### src/hdl/beam_types_pkg.sv
// data widths and complex types of the four-channel receive beamformer
`default_nettype none

package beam_types_pkg;

    // one signed component of a channel sample
    localparam int SAMPLE_WIDTH = 16;

    // one signed component of a channel weight, Q1.7
    localparam int WEIGHT_WIDTH = 8;
    localparam int WEIGHT_FRAC_BITS = 7;

    // a full sample by weight product needs the sum of both widths
    localparam int PRODUCT_WIDTH = SAMPLE_WIDTH + WEIGHT_WIDTH;

    // rr - ii or ri + ir grows by one bit, then the weight fraction is dropped
    localparam int CHANNEL_SUM_WIDTH = PRODUCT_WIDTH + 1 - WEIGHT_FRAC_BITS;

    // two guard bits hold the sum of up to four channels without overflow
    localparam int BEAM_SUM_WIDTH = CHANNEL_SUM_WIDTH + 2;

    typedef logic signed [SAMPLE_WIDTH-1:0] sample_t;
    typedef logic signed [WEIGHT_WIDTH-1:0] weight_t;
    typedef logic signed [PRODUCT_WIDTH-1:0] product_t;
    typedef logic signed [CHANNEL_SUM_WIDTH-1:0] channel_sum_t;
    typedef logic signed [BEAM_SUM_WIDTH-1:0] beam_sum_t;

    // complex input sample, also used for the beam output
    typedef struct packed {
        sample_t re;
        sample_t im;
    } complex_sample_t;

    // complex channel weight
    typedef struct packed {
        weight_t re;
        weight_t im;
    } complex_weight_t;

    // weighted channel result after scaling back by the weight fraction
    typedef struct packed {
        channel_sum_t re;
        channel_sum_t im;
    } complex_channel_t;

endpackage

`default_nettype wire

### src/hdl/weight_bank.sv
// per-channel complex weight store that holds the weights of a frame's first beat
`timescale 1ns/1ps
`default_nettype none

module weight_bank #(
    parameter int NUM_CHANNELS = 4
) (
    input  logic                                              clock,
    input  logic                                              resetn,
    input  logic                                              weight_capture,
    input  beam_types_pkg::complex_weight_t [NUM_CHANNELS-1:0] weights_in,
    output beam_types_pkg::complex_weight_t [NUM_CHANNELS-1:0] active_weights
);

    import beam_types_pkg::*;

    // weights taken at the first beat of the running frame
    complex_weight_t [NUM_CHANNELS-1:0] stored_weights;

    // each channel keeps its own register pair
    // the ports may change on any cycle, only a capture pulse lets them in
    for (genvar ch = 0; ch < NUM_CHANNELS; ch++) begin : g_weight
        always_ff @(posedge clock) begin
            if (!resetn) begin
                stored_weights[ch] <= '0;
            end else if (weight_capture) begin
                stored_weights[ch] <= weights_in[ch];
            end
        end
    end

    // the first beat of a frame is multiplied in the same cycle as it is captured
    // so it takes the live weights, all later beats take the stored set
    always_comb begin
        for (int ch = 0; ch < NUM_CHANNELS; ch++) begin
            if (weight_capture) begin
                active_weights[ch] = weights_in[ch];
            end else begin
                active_weights[ch] = stored_weights[ch];
            end
        end
    end

endmodule

`default_nettype wire

### config.mk
export PLATFORM = sky130hd
export DESIGN_NAME = weight_bank
export DESIGN_NICKNAME = d
export VERILOG_FILES = /design/src/hdl/beam_types_pkg.sv /design/src/hdl/weight_bank.sv
export SDC_FILE = /design/constraint.sdc
export NUM_CORES = 1
export LEC_CHECK = 0
export BUFFER_PORTS_ARGS = -buffer_cell sky130_fd_sc_hd__buf_2
export CORE_MARGIN = 3
export CORE_UTILIZATION = 42
export DETAILED_ROUTE_END_ITERATION = 10
export PLACE_DENSITY = 0.76
export SLEW_MARGIN = 25
export SYNTH_ARGS = -nofsm -noshare
export SYNTH_HDL_FRONTEND = slang
export SYNTH_SLANG_ARGS = --single-unit
### constraint.sdc
create_clock -name clock -period 0.95 [get_ports clock]
set_clock_uncertainty 0.05 [all_clocks]
set_input_delay 0 -clock clock [delete_from_list [all_inputs] [get_ports clock]]
set_output_delay 0 -clock clock [all_outputs]
set_load 0.1 [all_outputs]
==> flow_summary.toml <==
[run_status]
outcome = "finished, violations left"
violations = "negative hold slack, negative setup slack"

[global_route]
grt_pass1_wl_um = 10100
antenna_found_initial = 0
overflow = 0
grt_use_total_pct = 17.4
grt_max_degree = 65
grt_pass1_vias = 2037

[floorplan]
die_h_um = 87.6
dieArea_sq_mm = 0.00767
io_pins = 131
die_w_um = 87.6
core.rowCount = 29
core_area_sq_mm = 0.00639
start_util_pct = 43.8

[synthesis]
synth_cell_types = 8
syn_nets = 272
yosys.area.top_type = "dfxtp_1"
async_flop_share_pct = 0
syn_area_per_cell_sq_um = 13.6
synth_common_cells = "64 x dfxtp_1, 60 x mux2_4, 58 x and2_1"
netlist.area_leader.share_pct = 45.8
syn_inst = 205
synth_seq_cells = 64
synth_most_common_cell = "dfxtp_1"
seq_area_frac_synth_pct = 45.8
synth.area.top_cells = "dfxtp_1 46%, mux2_4 32%, and2_1 13%"
synthesis.area_sq_mm = 0.00280
yosysWarnings = 0
synth-edff-count = 0
synth_flop_cell = "dfxtp_1"

[detailed_routing]
remaining_drc_errors = 0
wl_um = 6550
wire_per_inst_um = 15.4
firstDrtPassIters = 4
ant_nets = 0
drt_iter0_drc = 52
vias_per_cell = 4.56
via_count = 1932

[placed_design]
numPlacedInstances = 403
globalplace.congestion = 0.701
port_buffers = 130
dpl.hpwl_um = 4870

[timing]
drv_slew = 0
post-route-min-period_ns = 1.15
final_hold_viol_count = 22
period_share_pct = 121
hold-worst-slack_ns = -0.0125
clock.fmax_mhz = 871
rsz0062_at_grt = "yes"
tightestPinTransition_ns = 0.909
setup_viol = 70
setup_tns_ns = -11.74
setup_ws_ns = -0.198
relSlewSlack_pct = 39.4

[layout]
drive_above_1_share_pct = 65.4
utilization_pct = 73.8
reg_top3 = "stored_weights: 64 flops"
stdcell_count = 424
multi_input_area_sq_mm = 0.00138
nets = 410
fillCellCount = 410
regMostFlops = "stored_weights"
syn2layout_area_growth_pct = 68.5
largest_register_ffs = 64
diodes = 0
final-seq-area_sq_mm = 0.00128

[power]
power_frac_clock_pct = 28.4
swShare_pct = 34.9
switchingPower_mw = 3.14
p_seq_share_pct = 32.2
p_leak_nw = 2.25
combinationalPowerShare_pct = 39.5
p_int_mw = 5.85
total_power_mw = 8.99
vdd_ir_drop_max_mv = 1.15
power-per-cell-area_mw_per_mm2 = 1910

[worst_setup_path]
worst-path-max-fanout = 2
start_kind = "register"
endpoint_kind = "primary output"
cp.arrival_ns = 1.10
rr_worst_depth = 3
r2r_setup_slack_ns = -0.06
required_ns = 0.90
r2r-end = "stored_weights[34]"
r2r-start = "stored_weights[34]"
crit_type = "reg2out"

[min_path]
min_path_type = "in2reg"
min_path_cells = 3
whs_endpoint = "stored_weights[22]"
hp-start = "weights_in[22]"

[flow_run]
drv_cap = 0

[cts]
htreeDepth = 3
clock_latency_ns = 0.33
cts_buffer_depth = 2
clock_sinks = 64
cts_tree = "built"
clk_pin_slew_worst_paths_ns = 0.07
cts_root_buf = "clkbuf_8"
cts_buffers = 9
-- power groups by stage --
stage | logic, mW | clock network [mW] | registers [mW]
after global routing | 3.65 | 2.74 | 2.90
after floorplan | 2.34 | 0 | 2.93
after detailed placement | 3.51 | 0 | 2.95
final | 3.55 | 2.55 | 2.89
after global placement | 3.47 | 0 | 2.94
after CTS | 3.54 | 2.62 | 2.89
-- how the worst max path moves through the flow --
stage | cells after the start | to | start
floorplan | 4 | stored_weights[16] | weight_capture
global placement | 2 | stored_weights[16] | resetn
detailed placement | 2 | stored_weights[14] | resetn
CTS | 2 | active_weights[1] | stored_weights[1]
global route | 2 | active_weights[20] | stored_weights[20]
finish | 2 | active_weights[1] | stored_weights[1]
-- cell families after synthesis --
kind of cell           synth area share, %
flip-flops                            45.8
buffers and inverters                 5.50
AND/OR/NAND/NOR                       14.9
multiplexers                          33.8
-- cell type report --
| cell class | instances | share of cell area (%) |
|---|---|---|
| timing repair buffer | 140 | 36.7 |
| multi-input combinational | 128 | 29.4 |
| sequential | 64 | 27.2 |
| clock buffer | 12 | 3.29 |
| tap | 77 | 2.05 |
| clock inverter | 3 | 1.38 |
-- what timing repair did --
item,CTS,global route
setup endpoints to repair,64,67
hold endpoints to repair,46,25
pin swaps,0,0
gates resized for setup,3,7
buffers inserted,3,6
-- per-layer routing --
layer  up-vias  wire length [um]  global-route usage (%)
met2        90              3250                    29.3
met1       885              2530                    19.7
met5         -                 0                       0
met3        13               633                    6.30
li1        944                 -                       -
met4         0               138                    7.67
-- through the flow --
| step | setup WS, ns | cell area [sq um] |
|---|---|---|
| global route | -0.239 | 4710 |
| floorplan | -0.111 | 2820 |
| global placement | -0.132 | 4420 |
| detailed placement | -0.140 | 4420 |
| finish | -0.198 | 4710 |
| CTS | -0.216 | 4680 |
-- cell usage in the layout, fill, tap and decap left out, drive strengths merged --
cell / synthesis / final
mux2: 64 / 64
and2: 64 / 64
dfxtp: 64 / 64
bufinv: 0 / 2
clkbuf: 6 / 12
buf: 7 / 140
clkinv: 0 / 1
-- critical path: stages, from the launching register on --
cell and delay (ns):
dfxtp_1 0.31, mux2_4 0.29, buf_12 0.17
Power figures use the tool's default switching activity.
