$ cat src/hdl/beam_ctrl_pkg.sv
// frame tracking and beat strobe definitions of the beamformer control path
`default_nettype none

package beam_ctrl_pkg;

    // frame tracking states
    // idle waits for the first beat of a frame, active runs until a beat with last
    typedef enum logic {
        frame_idle   = 1'b0,
        frame_active = 1'b1
    } frame_state_e;

    // strobes that travel with every beat
    typedef struct packed {
        logic valid;
        logic last;
    } beat_ctrl_t;

    // register stages in the complex weighter
    // the control strobes are delayed by the same amount
    localparam int WEIGHTER_DEPTH = 2;

endpackage

`default_nettype wire

$ cat src/hdl/frame_control.sv
// frame tracking FSM that issues the weight capture strobe and aligns the beat strobes
`timescale 1ns/1ps
`default_nettype none

module frame_control (
    input  logic                      clock,
    input  logic                      resetn,
    input  beam_ctrl_pkg::beat_ctrl_t in_ctrl,
    output logic                      weight_capture,
    output beam_ctrl_pkg::beat_ctrl_t aligned_ctrl
);

    import beam_ctrl_pkg::*;

    frame_state_e state;
    frame_state_e state_next;

    // strobe delay line, one entry per weighter register stage
    beat_ctrl_t [WEIGHTER_DEPTH-1:0] strobe_pipe;

    // a single-beat frame carries last on its first beat and so never leaves idle
    always_comb begin
        state_next = state;
        case (state)
            frame_idle: begin
                if (in_ctrl.valid && !in_ctrl.last) begin
                    state_next = frame_active;
                end
            end
            frame_active: begin
                if (in_ctrl.valid && in_ctrl.last) begin
                    state_next = frame_idle;
                end
            end
            default: begin
                state_next = frame_idle;
            end
        endcase
    end

    // every valid beat seen in idle is the first beat of a frame
    // the weight bank stores its weights on this same edge
    assign weight_capture = in_ctrl.valid && (state == frame_idle);

    always_ff @(posedge clock) begin
        if (!resetn) begin
            state       <= frame_idle;
            strobe_pipe <= '0;
        end else begin
            state <= state_next;
            // last only counts on a valid beat
            strobe_pipe[0].valid <= in_ctrl.valid;
            strobe_pipe[0].last  <= in_ctrl.valid && in_ctrl.last;
            for (int i = 1; i < WEIGHTER_DEPTH; i++) begin
                strobe_pipe[i] <= strobe_pipe[i-1];
            end
        end
    end

    // the last entry lines up with the weighter results
    assign aligned_ctrl = strobe_pipe[WEIGHTER_DEPTH-1];

endmodule

`default_nettype wire

$ cat config.mk
export PLATFORM = sky130hd
export DESIGN_NAME = frame_control
export DESIGN_NICKNAME = d
export VERILOG_FILES = /design/src/hdl/beam_ctrl_pkg.sv /design/src/hdl/frame_control.sv
export SDC_FILE = /design/constraint.sdc
export NUM_CORES = 1
export LEC_CHECK = 0
export ABC_AREA = 1
export BUFFER_PORTS_ARGS = -buffer_cell sky130_fd_sc_hd__buf_2
export CAP_MARGIN = 0
export CORE_AREA = 3 3 40 42
export CTS_BUF_LIST = sky130_fd_sc_hd__clkbuf_16
export DETAILED_ROUTE_END_ITERATION = 6
export DIE_AREA = 0 0 43 45
export HOLD_SLACK_MARGIN = 0.08
export PLACE_DENSITY = 0.3
export SLEW_MARGIN = 20
export SYNTH_ARGS = -nofsm -noshare
export SYNTH_HDL_FRONTEND = slang
export SYNTH_SLANG_ARGS = --single-unit
$ cat constraint.sdc
create_clock -name clock -period 1.7 [get_ports clock]
set_input_delay 0.255 -clock clock [delete_from_list [all_inputs] [get_ports clock]]
set_output_delay 0.255 -clock clock [all_outputs]
set_load 0.1 [all_outputs]
==> summary.log <==
INFO  place          i_o_buffers=6
INFO  global_route   grt_antenna_before_repair=0
INFO  cells_and_area multi_input_area=37.5squm
INFO  setup_path     critical_path_class=reg2out
INFO  cells_and_area antennaDiodeCount=0
INFO  route          drt_pass1_iterations=1
INFO  sta            timing.final.crit_period=1.30ns
INFO  sta            final_number_of_setup_violating_endpoints=0
INFO  cts            clock_sink_count=5
INFO  cts            cts.hold.buffers_added=0
INFO  sta            fmax=770MHz
INFO  route          drt_wirelength=342um
INFO  cts            post_cts_resized=0
INFO  global_route   grt_first_pass_wirelength=517um
INFO  cells_and_area final_net_count=34
INFO  power_and_ir_drop power.combinational.fraction=0.079
INFO  sta            layout_worst_path_cycle_share=0.764
INFO  setup_path     critical_path.startpoint_type=flip-flop
INFO  power_and_ir_drop total_switching_power=110uW
INFO  logic_synthesis synth-seq-cells=5
INFO  floorplan      fp.dieArea=1940squm
INFO  floorplan      die_y=45um
INFO  route          postRouteAntennaNets=0
INFO  power_and_ir_drop power.ir.vdd_worst=376uV
INFO  setup_path     worst_ep_required_time=1.44ns
INFO  floorplan      die_width=43um
INFO  place          place_hpwl=243um
INFO  setup_path     critical_path_arrival=1.04ns
INFO  cells_and_area seq_area=100squm
INFO  place          place.gp.congestion=0.659
INFO  place          dp.cells=40
INFO  sta            totalNegativeSetupSlack=0ns
INFO  cts            path_clk_slew=0.03ns
INFO  power_and_ir_drop intPower=437uW
INFO  route          detail_route.drc_violations=0
INFO  logic_synthesis sequential_cell_area_fraction_in_the_yosys_report=0.580
INFO  power_and_ir_drop switching_fraction=0.201
INFO  cts            cts_tree=yes
INFO  floorplan      design.core.area=1280squm
INFO  cells_and_area nFillCells=148
INFO  cts            clock_latency=0.22ns
INFO  route          num_vias=133
INFO  cts            clockRootBuffer=clkbuf_16
INFO  status         outcome=complete, no violations
INFO  cts            tritoncts_buffers=3
INFO  cts            cts_htree_levels=1
INFO  cts            clockBufferDepth=2
INFO  cts            post_cts.repair.setup_buffers=0
INFO  power_and_ir_drop clock_power_share=0.691
INFO  cells_and_area layout_commonest_cell=inv_1
INFO  power_and_ir_drop p_leak=0.169nW
INFO  logic_synthesis synth.avg_cell_area=8.22squm
INFO  sta            worst_clock_skew=0.000739ns
INFO  floorplan      boundaryPins=7
INFO  flow_run       max_cap_violations=0
INFO  cells_and_area non_filler_instance_count_after_layout=44
INFO  sta            worst-slew-pin-transition=0.488ns
INFO  logic_synthesis synth_cell_types=6
INFO  sta            final_max_slew_viol_count=0
INFO  sta            rsz0062_at_grt=no
INFO  power_and_ir_drop seqPwrFrac=0.230
INFO  floorplan      floorplan.initialDensity=0.134
INFO  setup_path     cp_max_fo=2
INFO  sta            finalHoldViolations=0
INFO  route          routed_via_density=3.02
INFO  cells_and_area synthesis_to_layout_area_growth=66.7%
INFO  global_route   first_global_vias=152
INFO  route          post_drt_wl_per_cell=7.77um
INFO  logic_synthesis mappedNetlistArea=173squm
INFO  floorplan      num_rows=13
INFO  global_route   globalRouteOverflowTotal=0
INFO  sta            worst_case_headroom_to_the_max_slew_limit=0.677
INFO  logic_synthesis synth.yosys.warnings=0
INFO  cells_and_area layout.cells.most_common_list=7 x inv_1, 6 x buf_2, 5 x nand2_1, 5 x dfxtp_1, 3 x clkbuf_16
INFO  route          drtIter0Drc=0
INFO  place          dp_slack=0.564ns
INFO  logic_synthesis mappedNetlistNets=25
INFO  logic_synthesis number_of_instances_in_the_synthesized_netlist=21
INFO  global_route   track_usage=0.0458
INFO  global_route   grt_start_max_net_pins=5
INFO  power_and_ir_drop power.density_cell_area=1900nW/um^2
INFO  power_and_ir_drop report.power.total=547uW
INFO  cells_and_area drive_gt1_frac=0.379
INFO  hold_path      hold_path.class=in2reg
INFO  sta            final_critical_path_setup_slack=0.401ns
INFO  setup_path     setup.worst_path.end_class=output port
## worst max-delay path, stage by stage, from the launching register on
cell     delay, ns
dfxtp_1       0.31
nor2_2        0.09
buf_2         0.42
## metrics by stage
stage,hold WS (ns),area [sq um],util
final,0.259,288,0.224
after global routing,0.270,288,0.224
after CTS,0.259,288,0.224
after detailed placement,0.397,209,0.163
after global placement,0.392,209,0.163
after floorplan,0.348,175,-
## per-layer routing
metal | global-route usage | wire length (um) | vias up
li1 | - | - | 71
met1 | 0.0241 | 119 | 59
met2 | 0.0689 | 204 | 3
met3 | 0.0159 | 18 | 0
met4 | 0.108 | 0 | 0
met5 | 0 | 0 | -
## cells by family (layout without fill, tap and decap cells)
logic type | after synthesis | in the layout | synth area share
buffers and inverters | 8 | 16 | 0.217
AOI/OAI and AO/OA | 1 | 1 | 0.0507
DFF | 5 | 5 | 0.580
and+or+nand+nor | 7 | 7 | 0.152
## worst paths after layout
kind	startpoint	endpoint	slack, ns	depth (start not counted)
max	flip-flop	weight_capture	0.40	2
min reg2reg	strobe_pipe[0]	aligned_ctrl[0]	0.41	2
max reg2reg	flip-flop	flip-flop	1.11	2
min	in_ctrl[0]	strobe_pipe[0]	0.26	3
## cell type report
cell class	instances	share of cell area
repair buffers	6	0.104
clock inverters	1	0.0130
inverters	6	0.0783
clock buffers	3	0.261
multi-input cells	8	0.130
well taps	15	0.0652
flip-flops and latches	5	0.348
## synth_stat cells
cell type,instances,share of area
a21oi_2,1,0.051
buf_4,2,0.087
dfxtp_1,5,0.58
inv_1,6,0.13
nand2_1,5,0.11
nor2_1,2,0.043
## power by group through the flow
stage,Sequential [mW],Combinational [mW],Clock (mW)
2_1_floorplan,0.127,0.0363,0
3_3_place_gp,0.128,0.0432,0
3_5_place_dp,0.128,0.0436,0
4_1_cts,0.126,0.0437,0.388
5_1_grt,0.127,0.0455,0.398
6_report,0.126,0.0432,0.378
(Power assumes the default switching activity.)
