[config.mk]
export PLATFORM = sky130hd
export DESIGN_NAME = channel_combiner
export DESIGN_NICKNAME = d
export VERILOG_FILES = /design/src/hdl/beam_ctrl_pkg.sv /design/src/hdl/beam_types_pkg.sv /design/src/hdl/channel_combiner.sv
export SDC_FILE = /design/constraint.sdc
export NUM_CORES = 1
export LEC_CHECK = 0
export BUFFER_PORTS_ARGS = -buffer_cell sky130_fd_sc_hd__buf_4
export CORE_ASPECT_RATIO = 1.4
export CORE_MARGIN = 10
export CORE_UTILIZATION = 48
export DETAILED_ROUTE_END_ITERATION = 12
export GPL_TIMING_DRIVEN = 0
export PLACE_DENSITY = 0.82
export SLEW_MARGIN = 20
export SYNTH_ARGS = -nofsm -noshare
export SYNTH_HDL_FRONTEND = slang
export SYNTH_SLANG_ARGS = --single-unit
[constraint.sdc]
create_clock -name clock -period 4.05 [get_ports clock]
set_input_delay 0.6075 -clock clock [delete_from_list [all_inputs] [get_ports clock]]
set_output_delay 0.6075 -clock clock [all_outputs]
set_load 0.02 [all_outputs]
[src/hdl/beam_ctrl_pkg.sv]
// frame tracking and beat strobe definitions of the beamformer control path
`default_nettype none

package beam_ctrl_pkg;

    // frame tracking states
    // idle waits for the first beat of a frame, active runs until a beat with last
    typedef enum logic {
        frame_idle   = 1'b0,
        frame_active = 1'b1
    } frame_state_e;

    // strobes that travel with every beat
    typedef struct packed {
        logic valid;
        logic last;
    } beat_ctrl_t;

    // register stages in the complex weighter
    // the control strobes are delayed by the same amount
    localparam int WEIGHTER_DEPTH = 2;

endpackage

`default_nettype wire

[src/hdl/beam_types_pkg.sv]
// data widths and complex types of the four-channel receive beamformer
`default_nettype none

package beam_types_pkg;

    // one signed component of a channel sample
    localparam int SAMPLE_WIDTH = 16;

    // one signed component of a channel weight, Q1.7
    localparam int WEIGHT_WIDTH = 8;
    localparam int WEIGHT_FRAC_BITS = 7;

    // a full sample by weight product needs the sum of both widths
    localparam int PRODUCT_WIDTH = SAMPLE_WIDTH + WEIGHT_WIDTH;

    // rr - ii or ri + ir grows by one bit, then the weight fraction is dropped
    localparam int CHANNEL_SUM_WIDTH = PRODUCT_WIDTH + 1 - WEIGHT_FRAC_BITS;

    // two guard bits hold the sum of up to four channels without overflow
    localparam int BEAM_SUM_WIDTH = CHANNEL_SUM_WIDTH + 2;

    typedef logic signed [SAMPLE_WIDTH-1:0] sample_t;
    typedef logic signed [WEIGHT_WIDTH-1:0] weight_t;
    typedef logic signed [PRODUCT_WIDTH-1:0] product_t;
    typedef logic signed [CHANNEL_SUM_WIDTH-1:0] channel_sum_t;
    typedef logic signed [BEAM_SUM_WIDTH-1:0] beam_sum_t;

    // complex input sample, also used for the beam output
    typedef struct packed {
        sample_t re;
        sample_t im;
    } complex_sample_t;

    // complex channel weight
    typedef struct packed {
        weight_t re;
        weight_t im;
    } complex_weight_t;

    // weighted channel result after scaling back by the weight fraction
    typedef struct packed {
        channel_sum_t re;
        channel_sum_t im;
    } complex_channel_t;

endpackage

`default_nettype wire

[src/hdl/channel_combiner.sv]
// sums the weighted channel results into one beam sample and registers the output strobes
`timescale 1ns/1ps
`default_nettype none

module channel_combiner #(
    parameter int NUM_CHANNELS = 4
) (
    input  logic                                               clock,
    input  logic                                               resetn,
    input  beam_types_pkg::complex_channel_t [NUM_CHANNELS-1:0] channel_results,
    input  beam_ctrl_pkg::beat_ctrl_t                          aligned_ctrl,
    output beam_types_pkg::complex_sample_t                    beam_out,
    output beam_ctrl_pkg::beat_ctrl_t                          out_ctrl
);

    import beam_types_pkg::*;

    // full width sums across all channels
    beam_sum_t sum_re;
    beam_sum_t sum_im;

    // every channel result is sign extended before it is added
    // four 18 bit terms cannot overflow the 20 bit sum
    always_comb begin
        sum_re = '0;
        sum_im = '0;
        for (int ch = 0; ch < NUM_CHANNELS; ch++) begin
            sum_re = sum_re + beam_sum_t'(signed'(channel_results[ch].re));
            sum_im = sum_im + beam_sum_t'(signed'(channel_results[ch].im));
        end
    end

    // the output keeps the low sample bits and so wraps instead of saturating
    // it is only meaningful while out_ctrl.valid is high
    always_ff @(posedge clock) begin
        beam_out.re <= sum_re[SAMPLE_WIDTH-1:0];
        beam_out.im <= sum_im[SAMPLE_WIDTH-1:0];
    end

    // output strobes move in step with the data register
    always_ff @(posedge clock) begin
        if (!resetn) begin
            out_ctrl <= '0;
        end else begin
            out_ctrl <= aligned_ctrl;
        end
    end

endmodule

`default_nettype wire

==> results by group <==
Setup path
  – CP top delay family: adder cells
  – CP Class: in2reg
  – CP bufs+invs: 4
  – Crit end category: flip-flop
  – Critical Path Fanout Max: 3
  – Slowest CP cell: fa_1
  – Max incr delay on CP: 530 ps
  – Startpoint types: primary input
  – CP Data Required Time: 4250 ps
  – CP arrival: 3630 ps
  – Crit path cell chain: buf_4 -> inv_1 -> fa_1 -> inv_1 -> fa_1 -> ha_1 -> fa_1 -> a21oi_1 -> inv_1 -> a41oi_1 -> a31oi_1 -> a31oi_1 -> xnor2_1

Route
  – Wirelength per Cell: 12.7 um
  – Final WL: ~9.1 mm
  – Vias/cell: 4.69
  – Routed via count: 3355
  – DRC: 0
  – Detail Route Antenna Nets: 0
  – First DRT Iteration DRCs: slightly below 100
  – 1st-pass router iterations: 4

Timing
  – Slew Limit Fails: 0
  – Setup TNS: 0 ps
  – Final min period: between 3000 and 4000 ps
  – Final hold vios: 0
  – RSZ-0062 raised after global routing: no
  – Final setup violation count: 0
  – Slew @ Worst Pin: 386 ps
  – Max Clk Rate: 292 MHz
  – Final hold slack: 550 ps
  – Tcrit/Tclk final: 84.7%
  – Slew HR: 74.2%

GRT
  – Busiest grt layer: met2
  – Global-route wire length before repair: 15.7 mm
  – Total track usage: 15.6%
  – Met2 Use GR: between 20 and 30%
  – Total gr overflow: 0
  – Vias in the first global route: 3815
  – Met3 Use GR: between 6 and 7%
  – Initial antenna violation count: 0
  – Largest net degree at the start of global routing: 11
  – Met1 track demand over resource: approximately 16%

Yosys
  – Seq/Total Area, Yosys: between 15 and 20%
  – Area leader, netlist: fa_1
  – Synthesized cell area: 3880 um^2
  – Post-Syn Instances: between 400 and 500
  – Yosys reg bits: 34
  – Syn. warnings: 0
  – Leading post-synthesis cells by cell area: fa_1 (31%), dfxtp_1 (18%), inv_1 (16%), ha_1 (9.7%), xnor2_1 (5.6%)
  – Async set-reset flop share out of synthesis: 0%
  – Synth unique cells: 40
  – Top cell type's share of synthesized area: between 30 and 40%
  – Synth Net Count: 680
  – Most used DFF post-synth: dfxtp_1
  – Synth Area per Inst: 8.77 um^2
  – Number of synthesized flops with an enable pin: 0

Outcome
  – Status: finished clean

Placement
  – DP Area: between 5000 and 6000 um^2
  – Global placement routability congestion: 0.847
  – DP HPWL: between 8 and 9 mm
  – Placed cell count: 707
  – Port-buffer cells: 165

Layout
  – Fillers: 639
  – Layout cell share with drive strength beyond 1: about 30%
  – Antenna diodes: 0
  – Nets: 852
  – Area grow syn2layout: 37.5%
  – Most frequent cells in the layout: inv_1 (169), buf_4 (165), fa_1 (60)
  – Final Instance Count excl. Fillers: 715
  – Most common library cell in the layout ignoring fill and taps: inv_1
  – Post-route cell area: 5330 um^2

Floorplanning
  – Core ar.: slightly below 8000 um^2
  – Cell Rows: 38
  – Initial core utilization: 49.7%
  – DIE HEIGHT: 126 um
  – # IOs: 182
  – Total die area: 12100 um^2
  – Die width: 96.0 um

Clock tree
  – # H-tree levels: 2
  – CTS buffer count: 5
  – CTS sink count: 34
  – Clock-pin slew on the worst setup and hold paths: 70 ps
  – TritonCTS clock tree: done
  – Post-CTS Hold Fix Bufs: 0
  – Post-CTS resize count: 0
  – Post-CTS Setup Bufs: 0
  – Clk buf depth: 2
  – CTS Root Cell: clkbuf_8

Job
  – Max Cap Violations: 0

Power and ir drop
  – Peak supply drop: 0.000269 V
  – P_leak: approximately 3.1 nW
  – Pwr dens: 470 nW/um^2

Hold path
  – Worst hold path class: in2reg
-- logic make-up after synthesis --
logic type               after synthesis  share of synthesized area (%)
AO/OA/AOI/OAI                         66                           11.5
AND/OR/NAND/NOR                       45                           5.58
adder cells (fa/ha/maj)               90                           40.7
multiplexers                           1                          0.258
XOR/XNOR                              34                           7.68
buffers and inverters                172                           16.7
flip-flops                            34                           17.6
-- where the power goes --
part           leakage [nW]  switching (mW)  internal, mW
Sequential            0.287          0.0458         0.509
Clock                0.0482           0.116         0.137
Combinational          2.76           0.918         0.781
-- worst paths after layout --
kind                  cells after the start              endpoint                 start
worst min-delay path                      2   beam_out[0]$_DFF_P_  channel_results[108]
worst max-delay path                     13  beam_out[13]$_DFF_P_    channel_results[1]
-- flip-flops by register name (all words and copies together) (netlist names) --
name,flops
beam_out,32
out_ctrl,2
-- routing by layer --
layer | routed length, um | vias to the layer above
met2 | 4850 | 117
met4 | 73 | 0
met5 | 0 | -
met1 | 3140 | 1584
met3 | 1020 | 6
li1 | - | 1648
-- Yosys cell counts (all sizes together), types with 5 or more instances --
cell	number
a21oi	19
fa	60
inv	169
a21o	13
xor2	9
nand2	13
ha	30
dfxtp	34
a31oi	5
xnor2	25
nor2	13
o21ai	12
nand3	7
-- cell type report --
type / count / area [um^2] / share of cell area [%]
inverter: 169 / 634 / 11.9
timing repair buffer: 165 / 1240 / 23.2
sequential: 34 / 681 / 12.8
buffer: 3 / 15.0 / 0.282
tap: 100 / 125 / 2.35
clock inverter: 1 / 5.00 / 0.0939
multi-input combinational: 236 / 2550 / 47.8
clock buffer: 7 / 86.3 / 1.62
-- metrics by stage --
stage          setup slack [ps]  power (mW)  utilization [%]
4_1_cts                     607        2.55             68.4
5_1_grt                     513        2.76             68.4
2_1_floorplan               680        1.70                -
3_3_place_gp                352        2.23             67.2
6_report                    621        2.51             68.4
3_5_place_dp                316        2.28             67.2
(Power assumes the default switching activity.)
