**src/hdl/beam_types_pkg.sv**
```systemverilog
// data widths and complex types of the four-channel receive beamformer
`default_nettype none

package beam_types_pkg;

    // one signed component of a channel sample
    localparam int SAMPLE_WIDTH = 16;

    // one signed component of a channel weight, Q1.7
    localparam int WEIGHT_WIDTH = 8;
    localparam int WEIGHT_FRAC_BITS = 7;

    // a full sample by weight product needs the sum of both widths
    localparam int PRODUCT_WIDTH = SAMPLE_WIDTH + WEIGHT_WIDTH;

    // rr - ii or ri + ir grows by one bit, then the weight fraction is dropped
    localparam int CHANNEL_SUM_WIDTH = PRODUCT_WIDTH + 1 - WEIGHT_FRAC_BITS;

    // two guard bits hold the sum of up to four channels without overflow
    localparam int BEAM_SUM_WIDTH = CHANNEL_SUM_WIDTH + 2;

    typedef logic signed [SAMPLE_WIDTH-1:0] sample_t;
    typedef logic signed [WEIGHT_WIDTH-1:0] weight_t;
    typedef logic signed [PRODUCT_WIDTH-1:0] product_t;
    typedef logic signed [CHANNEL_SUM_WIDTH-1:0] channel_sum_t;
    typedef logic signed [BEAM_SUM_WIDTH-1:0] beam_sum_t;

    // complex input sample, also used for the beam output
    typedef struct packed {
        sample_t re;
        sample_t im;
    } complex_sample_t;

    // complex channel weight
    typedef struct packed {
        weight_t re;
        weight_t im;
    } complex_weight_t;

    // weighted channel result after scaling back by the weight fraction
    typedef struct packed {
        channel_sum_t re;
        channel_sum_t im;
    } complex_channel_t;

endpackage

`default_nettype wire

```
**src/hdl/complex_weighter.sv**
```systemverilog
// two-stage complex multiply of one channel sample by its Q1.7 weight
`timescale 1ns/1ps
`default_nettype none

module complex_weighter (
    input  logic                             clock,
    input  beam_types_pkg::complex_sample_t  sample_in,
    input  beam_types_pkg::complex_weight_t  weight,
    output beam_types_pkg::complex_channel_t result
);

    import beam_types_pkg::*;

    // signed views of the struct members
    sample_t sample_re;
    sample_t sample_im;
    weight_t weight_re;
    weight_t weight_im;

    // stage 1 products
    product_t prod_rr;
    product_t prod_ii;
    product_t prod_ri;
    product_t prod_ir;

    // exact combined parts, one bit wider than a product
    logic signed [PRODUCT_WIDTH:0] exact_re;
    logic signed [PRODUCT_WIDTH:0] exact_im;

    assign sample_re = sample_in.re;
    assign sample_im = sample_in.im;
    assign weight_re = weight.re;
    assign weight_im = weight.im;

    // stage 1 registers all four partial products
    // -32768 * -128 is 2^22 and still fits a signed 24 bit product
    always_ff @(posedge clock) begin
        prod_rr <= sample_re * weight_re;
        prod_ii <= sample_im * weight_im;
        prod_ri <= sample_re * weight_im;
        prod_ir <= sample_im * weight_re;
    end

    // (a + jb)(c + jd) = (ac - bd) + j(ad + bc)
    assign exact_re = prod_rr - prod_ii;
    assign exact_im = prod_ri + prod_ir;

    // stage 2 drops the weight fraction bits
    // cutting low bits off a two's complement value is an arithmetic shift with floor
    always_ff @(posedge clock) begin
        result.re <= exact_re[PRODUCT_WIDTH:WEIGHT_FRAC_BITS];
        result.im <= exact_im[PRODUCT_WIDTH:WEIGHT_FRAC_BITS];
    end

endmodule

`default_nettype wire

```
**config.mk**
```make
export PLATFORM = sky130hd
export DESIGN_NAME = complex_weighter
export DESIGN_NICKNAME = d
export VERILOG_FILES = /design/src/hdl/beam_types_pkg.sv /design/src/hdl/complex_weighter.sv
export SDC_FILE = /design/constraint.sdc
export NUM_CORES = 1
export LEC_CHECK = 0
export BUFFER_PORTS_ARGS = -buffer_cell sky130_fd_sc_hd__buf_2
export CORE_AREA = 10 10 216 218
export DETAILED_ROUTE_END_ITERATION = 7
export DIE_AREA = 0 0 226 228
export GPL_TIMING_DRIVEN = 1
export PLACE_DENSITY = 0.76
export SETUP_SLACK_MARGIN = 0.2
export SKIP_CTS_REPAIR_TIMING = 1
export SLEW_MARGIN = 20
export SYNTH_ARGS = -nofsm -noshare
export SYNTH_HDL_FRONTEND = slang
export SYNTH_SLANG_ARGS = --single-unit
```
**constraint.sdc**
```tcl
create_clock -name clock -period 5 [get_ports clock]
set_input_delay 1 -clock clock [delete_from_list [all_inputs] [get_ports clock]]
set_output_delay 1 -clock clock [all_outputs]
set_load 0.005 [all_outputs]
```
==> out/qor.txt <==
WORST SETUP PATH
------------------------------------------------------------------------------------
FF-to-FF End                                                              result[16]
Path type of the worst setup path                                             in2reg
Count of buffering cells on the critical path with inverters included              5
Number of cells traversed by the worst register-to-register path                   8
Critical path arrival                                                        5.24 ns
Data required, critical path                                                 5.38 ns
Kind of end point of the critical path                                          flop
Crit start category                                                        input pin
Largest fanout on the critical path                                               25
Worst setup path startpoint                                                weight[6]
Worst-path cell with the longest stage delay                                    fa_1
Critical-path cell list                                                 buf_2, buf_12, and2_1, fa_1, fa_1, fa_1, inv_1, fa_1, inv_1, ha_4, buf_4, o211ai_1, o21ai_2, a41oi_2, nand2b_4, or2_4, a31oi_4, xor2_2
Cell family contributing the most delay on the critical path             adder cells
Register-to-register setup slack                                             2.56 ns
Maximum single-stage delay on the critical path                              0.53 ns
Most frequent cell on the critical path                                         fa_1
Launch point of the worst reg-to-reg path                                 prod_ir[7]

SYNTHESIS
------------------------------------------------------------------------------------
Library cells used by synthesis                                                   73
Cell count after synthesis                                                     2,510
Number of flops mapped to enable cells by yosys                                    0
Sequential-to-total area share from yosys stat                                 0.115
Mean instance size in the synthesized netlist                               9.12 µm²
Biggest area consumer among synthesized cells                                   fa_1
Fraction of synthesized cell area taken by the top area cell type              0.360
Number of warnings printed during yosys synthesis                                  0
Most used DFF post-synth                                                     dfxtp_1
Share of async-settable or async-resettable flops after synthesis                  0
Top area cells in the synthesized netlist                               fa_1 (36%), ha_1 (12%), dfxtp_1 (12%)
Number of synthesized register bits                                              132
Number of nets produced by synthesis                                           3,197
Mapped cell area                                                          22,900 µm²

CLOCKING
------------------------------------------------------------------------------------
Clock-pin slew on the worst setup and hold paths                             0.06 ns
TritonCTS clock tree                                                           built
Maximum root-to-sink buffer count                                                  2
Number of clock sinks                                                            132
CTS H-Tree Depth                                                                   4
Number of clock buffers inserted by TritonCTS                                     17
Worst-skew pair later-pin latency                                            0.45 ns
Root Driver                                                                clkbuf_16

TIMING
------------------------------------------------------------------------------------
Slew Limit Headroom                                                            0.724
Setup Viol. Count Final                                                            0
Pin slew with the least headroom to its limit                               0.411 ns
Total count of max-transition violations in the final report                       0
Final count of hold timing violations                                              0
Final period utilization                                                       0.973
Final worst path period need                                                 4.86 ns
Setup repair after global routing missed its margin                              yes
Sum of negative setup slack                                                     0 ns
Max Freq                                                                     206 MHz
Setup skew after layout                                                   0.00996 ns

PLACED DESIGN
------------------------------------------------------------------------------------
Routability-driven placement congestion ratio                                  0.901
Placed Cells incl. Taps                                                        3,368
IO Port Bufs                                                                      84
DPL Wire Length                                                            47,400 µm

ROUTING
------------------------------------------------------------------------------------
Pre-antenna DRT Iters                                                              6
DRT antenna net count                                                              0
Total length of routed wires                                               59,400 µm
Number of vias after detailed routing                                         18,100
Post-detailed-route via-to-cell ratio                                           5.27
Remaining design rule violation count                                              0
Routed wire length per instance                                              17.3 µm
Starting DRT DRC Count                                                         1,080

FLOORPLAN
------------------------------------------------------------------------------------
Area of the core                                                          42,500 µm²
Die footprint                                                             51,500 µm²
Die boundary width                                                            226 µm
Number of top-level pins                                                          85
Die extent in y                                                               228 µm
Std cell rows                                                                     76
Initial core utilization                                                       0.539

LAYOUT
------------------------------------------------------------------------------------
Fill cell total of the finished layout                                         3,224
Post-Layout Cell Count                                                         3,439
Fraction of layout cells with a size suffix above 1                            0.222
Final layout net count                                                         3,567
Area Overhead vs Synth                                                         24.1%

GLOBAL ROUTING
------------------------------------------------------------------------------------
Total GRT Usage                                                                0.226
Number of antenna violations at the first check in global routing                  1
Largest net degree at the start of global routing                                 26
Via count of the first global-routing pass                                    19,600
GR Overflow Total                                                                  0
Wire length of the first global-routing pass                               93,900 µm

JOB
------------------------------------------------------------------------------------
Maximum capacitance violations                                                     0

STATUS
------------------------------------------------------------------------------------
Status                                                                  complete, no violations

POWER
------------------------------------------------------------------------------------
Static leakage                                                               14.3 nW
Worst VDD drop                                                                368 µV
Pwr per Cell Area                                                         649 nW/µm²

WORST HOLD PATH
------------------------------------------------------------------------------------
Start point of the worst min-delay path                                  prod_rr[23]
End point of the most critical hold path                                  result[34]
Number of cells on the worst hold path                                             2
Kind of path behind the tightest hold check                                  reg2reg

==> Yosys cell counts, types with 3 or more instances <==
library cell	instances
o21ai_2	3
nor3_1	20
and2_1	354
nor2b_1	13
nor2_1	102
xor2_1	27
clkbuf_1	80
fa_1	412
o21ai_0	41
a31oi_1	11
nand2b_1	25
nand3_1	18
inv_1	563
a21oi_1	76
o21a_1	19
ha_1	226
dfxtp_1	132
and3_1	8
a31o_2	3
a211oi_1	11
or3_1	4
or2_2	3
o311ai_0	3
o211ai_1	10
a211o_1	3
o21bai_1	14
nand2_1	131
o21ai_1	6
a21o_1	36
xnor2_1	91
nand4_1	4
a221o_1	4
nor3b_1	3
==> cell type report <==
cell class	count	area, µm²	share of cell area
clock inverter	12	155	0.00546
sequential	132	2640	0.0930
tap	546	683	0.0240
timing repair inverter	1	8.76	0.000308
clock buffer	19	433	0.0152
inverter	564	2140	0.0753
timing repair buffer	431	3610	0.127
antenna	1	2.50	0.0000881
multi-input combinational	1733	18700	0.659
==> registers in the layout, indices dropped and copies added (netlist names) <==
register	cells
result	36
prod_rr	24
prod_ii	24
prod_ri	24
prod_ir	24
==> per-layer routing <==
layer	track usage	vias up	routed length, µm	part of all wire
li1	-	8369	-	-
met1	0.279	9071	24000	0.40
met2	0.393	529	30000	0.50
met3	0.0314	145	3080	0.052
met4	0.0815	2	2330	0.039
met5	0	-	20	0.00034
==> power by group <==
group	leakage [nW]	switching (W)	internal [W]
clock network	0.272	0.000488	0.000779
logic	12.9	0.00766	0.00747
registers	1.11	0.000267	0.00176
==> tightest hold or removal path, delay by kind of cell, from the launching register on <==
family     cells  cell delay, ns
flops          1            0.33
fa+ha+maj      1            0.17
xor+xnor       1            0.07
==> through the flow <==
stage	power, W	worst slack (ns)	utilization	cell area, µm²	hold WS [ns]
floorplan	0.0112	0.0567	-	23500	0.560
CTS	0.0173	0.0325	0.637	27100	0.629
finish	0.0184	0.135	0.668	28400	0.625
global route	0.0202	-0.00427	0.668	28400	0.656
global placement	0.0154	-0.356	0.623	26500	0.615
detailed placement	0.0159	-0.422	0.623	26500	0.623
==> placed cells by master, fill, tap and decap left out, drive strengths merged, types with 10 or more instances in the layout <==
cell type	n
nand2b	25
o21a	19
fa	412
a211oi	12
o211ai	10
a21oi	78
dfxtp	132
inv	567
nor2b	13
clkbuf	26
a31oi	12
xnor2	91
ha	226
and2	354
o21ai	50
o21bai	14
a21o	36
xor2	27
buf	424
nand2	131
nand3	18
nor2	102
nor3	20
==> worst max path at each step <==
stage,end,slack [ns],cells past startpoint
6_report,prod_ii[21],0.14,18
5_1_grt,prod_ir[20],-0.004,17
4_1_cts,prod_ii[22],0.03,18
3_5_place_dp,prod_ii[22],-0.42,18
3_3_place_gp,prod_ri[14],-0.36,18
2_1_floorplan,prod_ii[22],0.06,16
==> cells by family (layout without fill, tap and decap cells) <==
| family | Yosys count | in the layout | share of synthesized area |
|---|---|---|---|
| simple gates | 697 | 697 | 0.164 |
| buf+inv | 645 | 1027 | 0.106 |
| fa+ha+maj | 638 | 638 | 0.484 |
| compound gates | 279 | 279 | 0.0852 |
| flops | 132 | 132 | 0.115 |
| xor+xnor | 118 | 118 | 0.0452 |
| mux | 1 | 1 | 0.000437 |
| other cells | 0 | 1 | 0 |
Power figures use the tool's default switching activity.
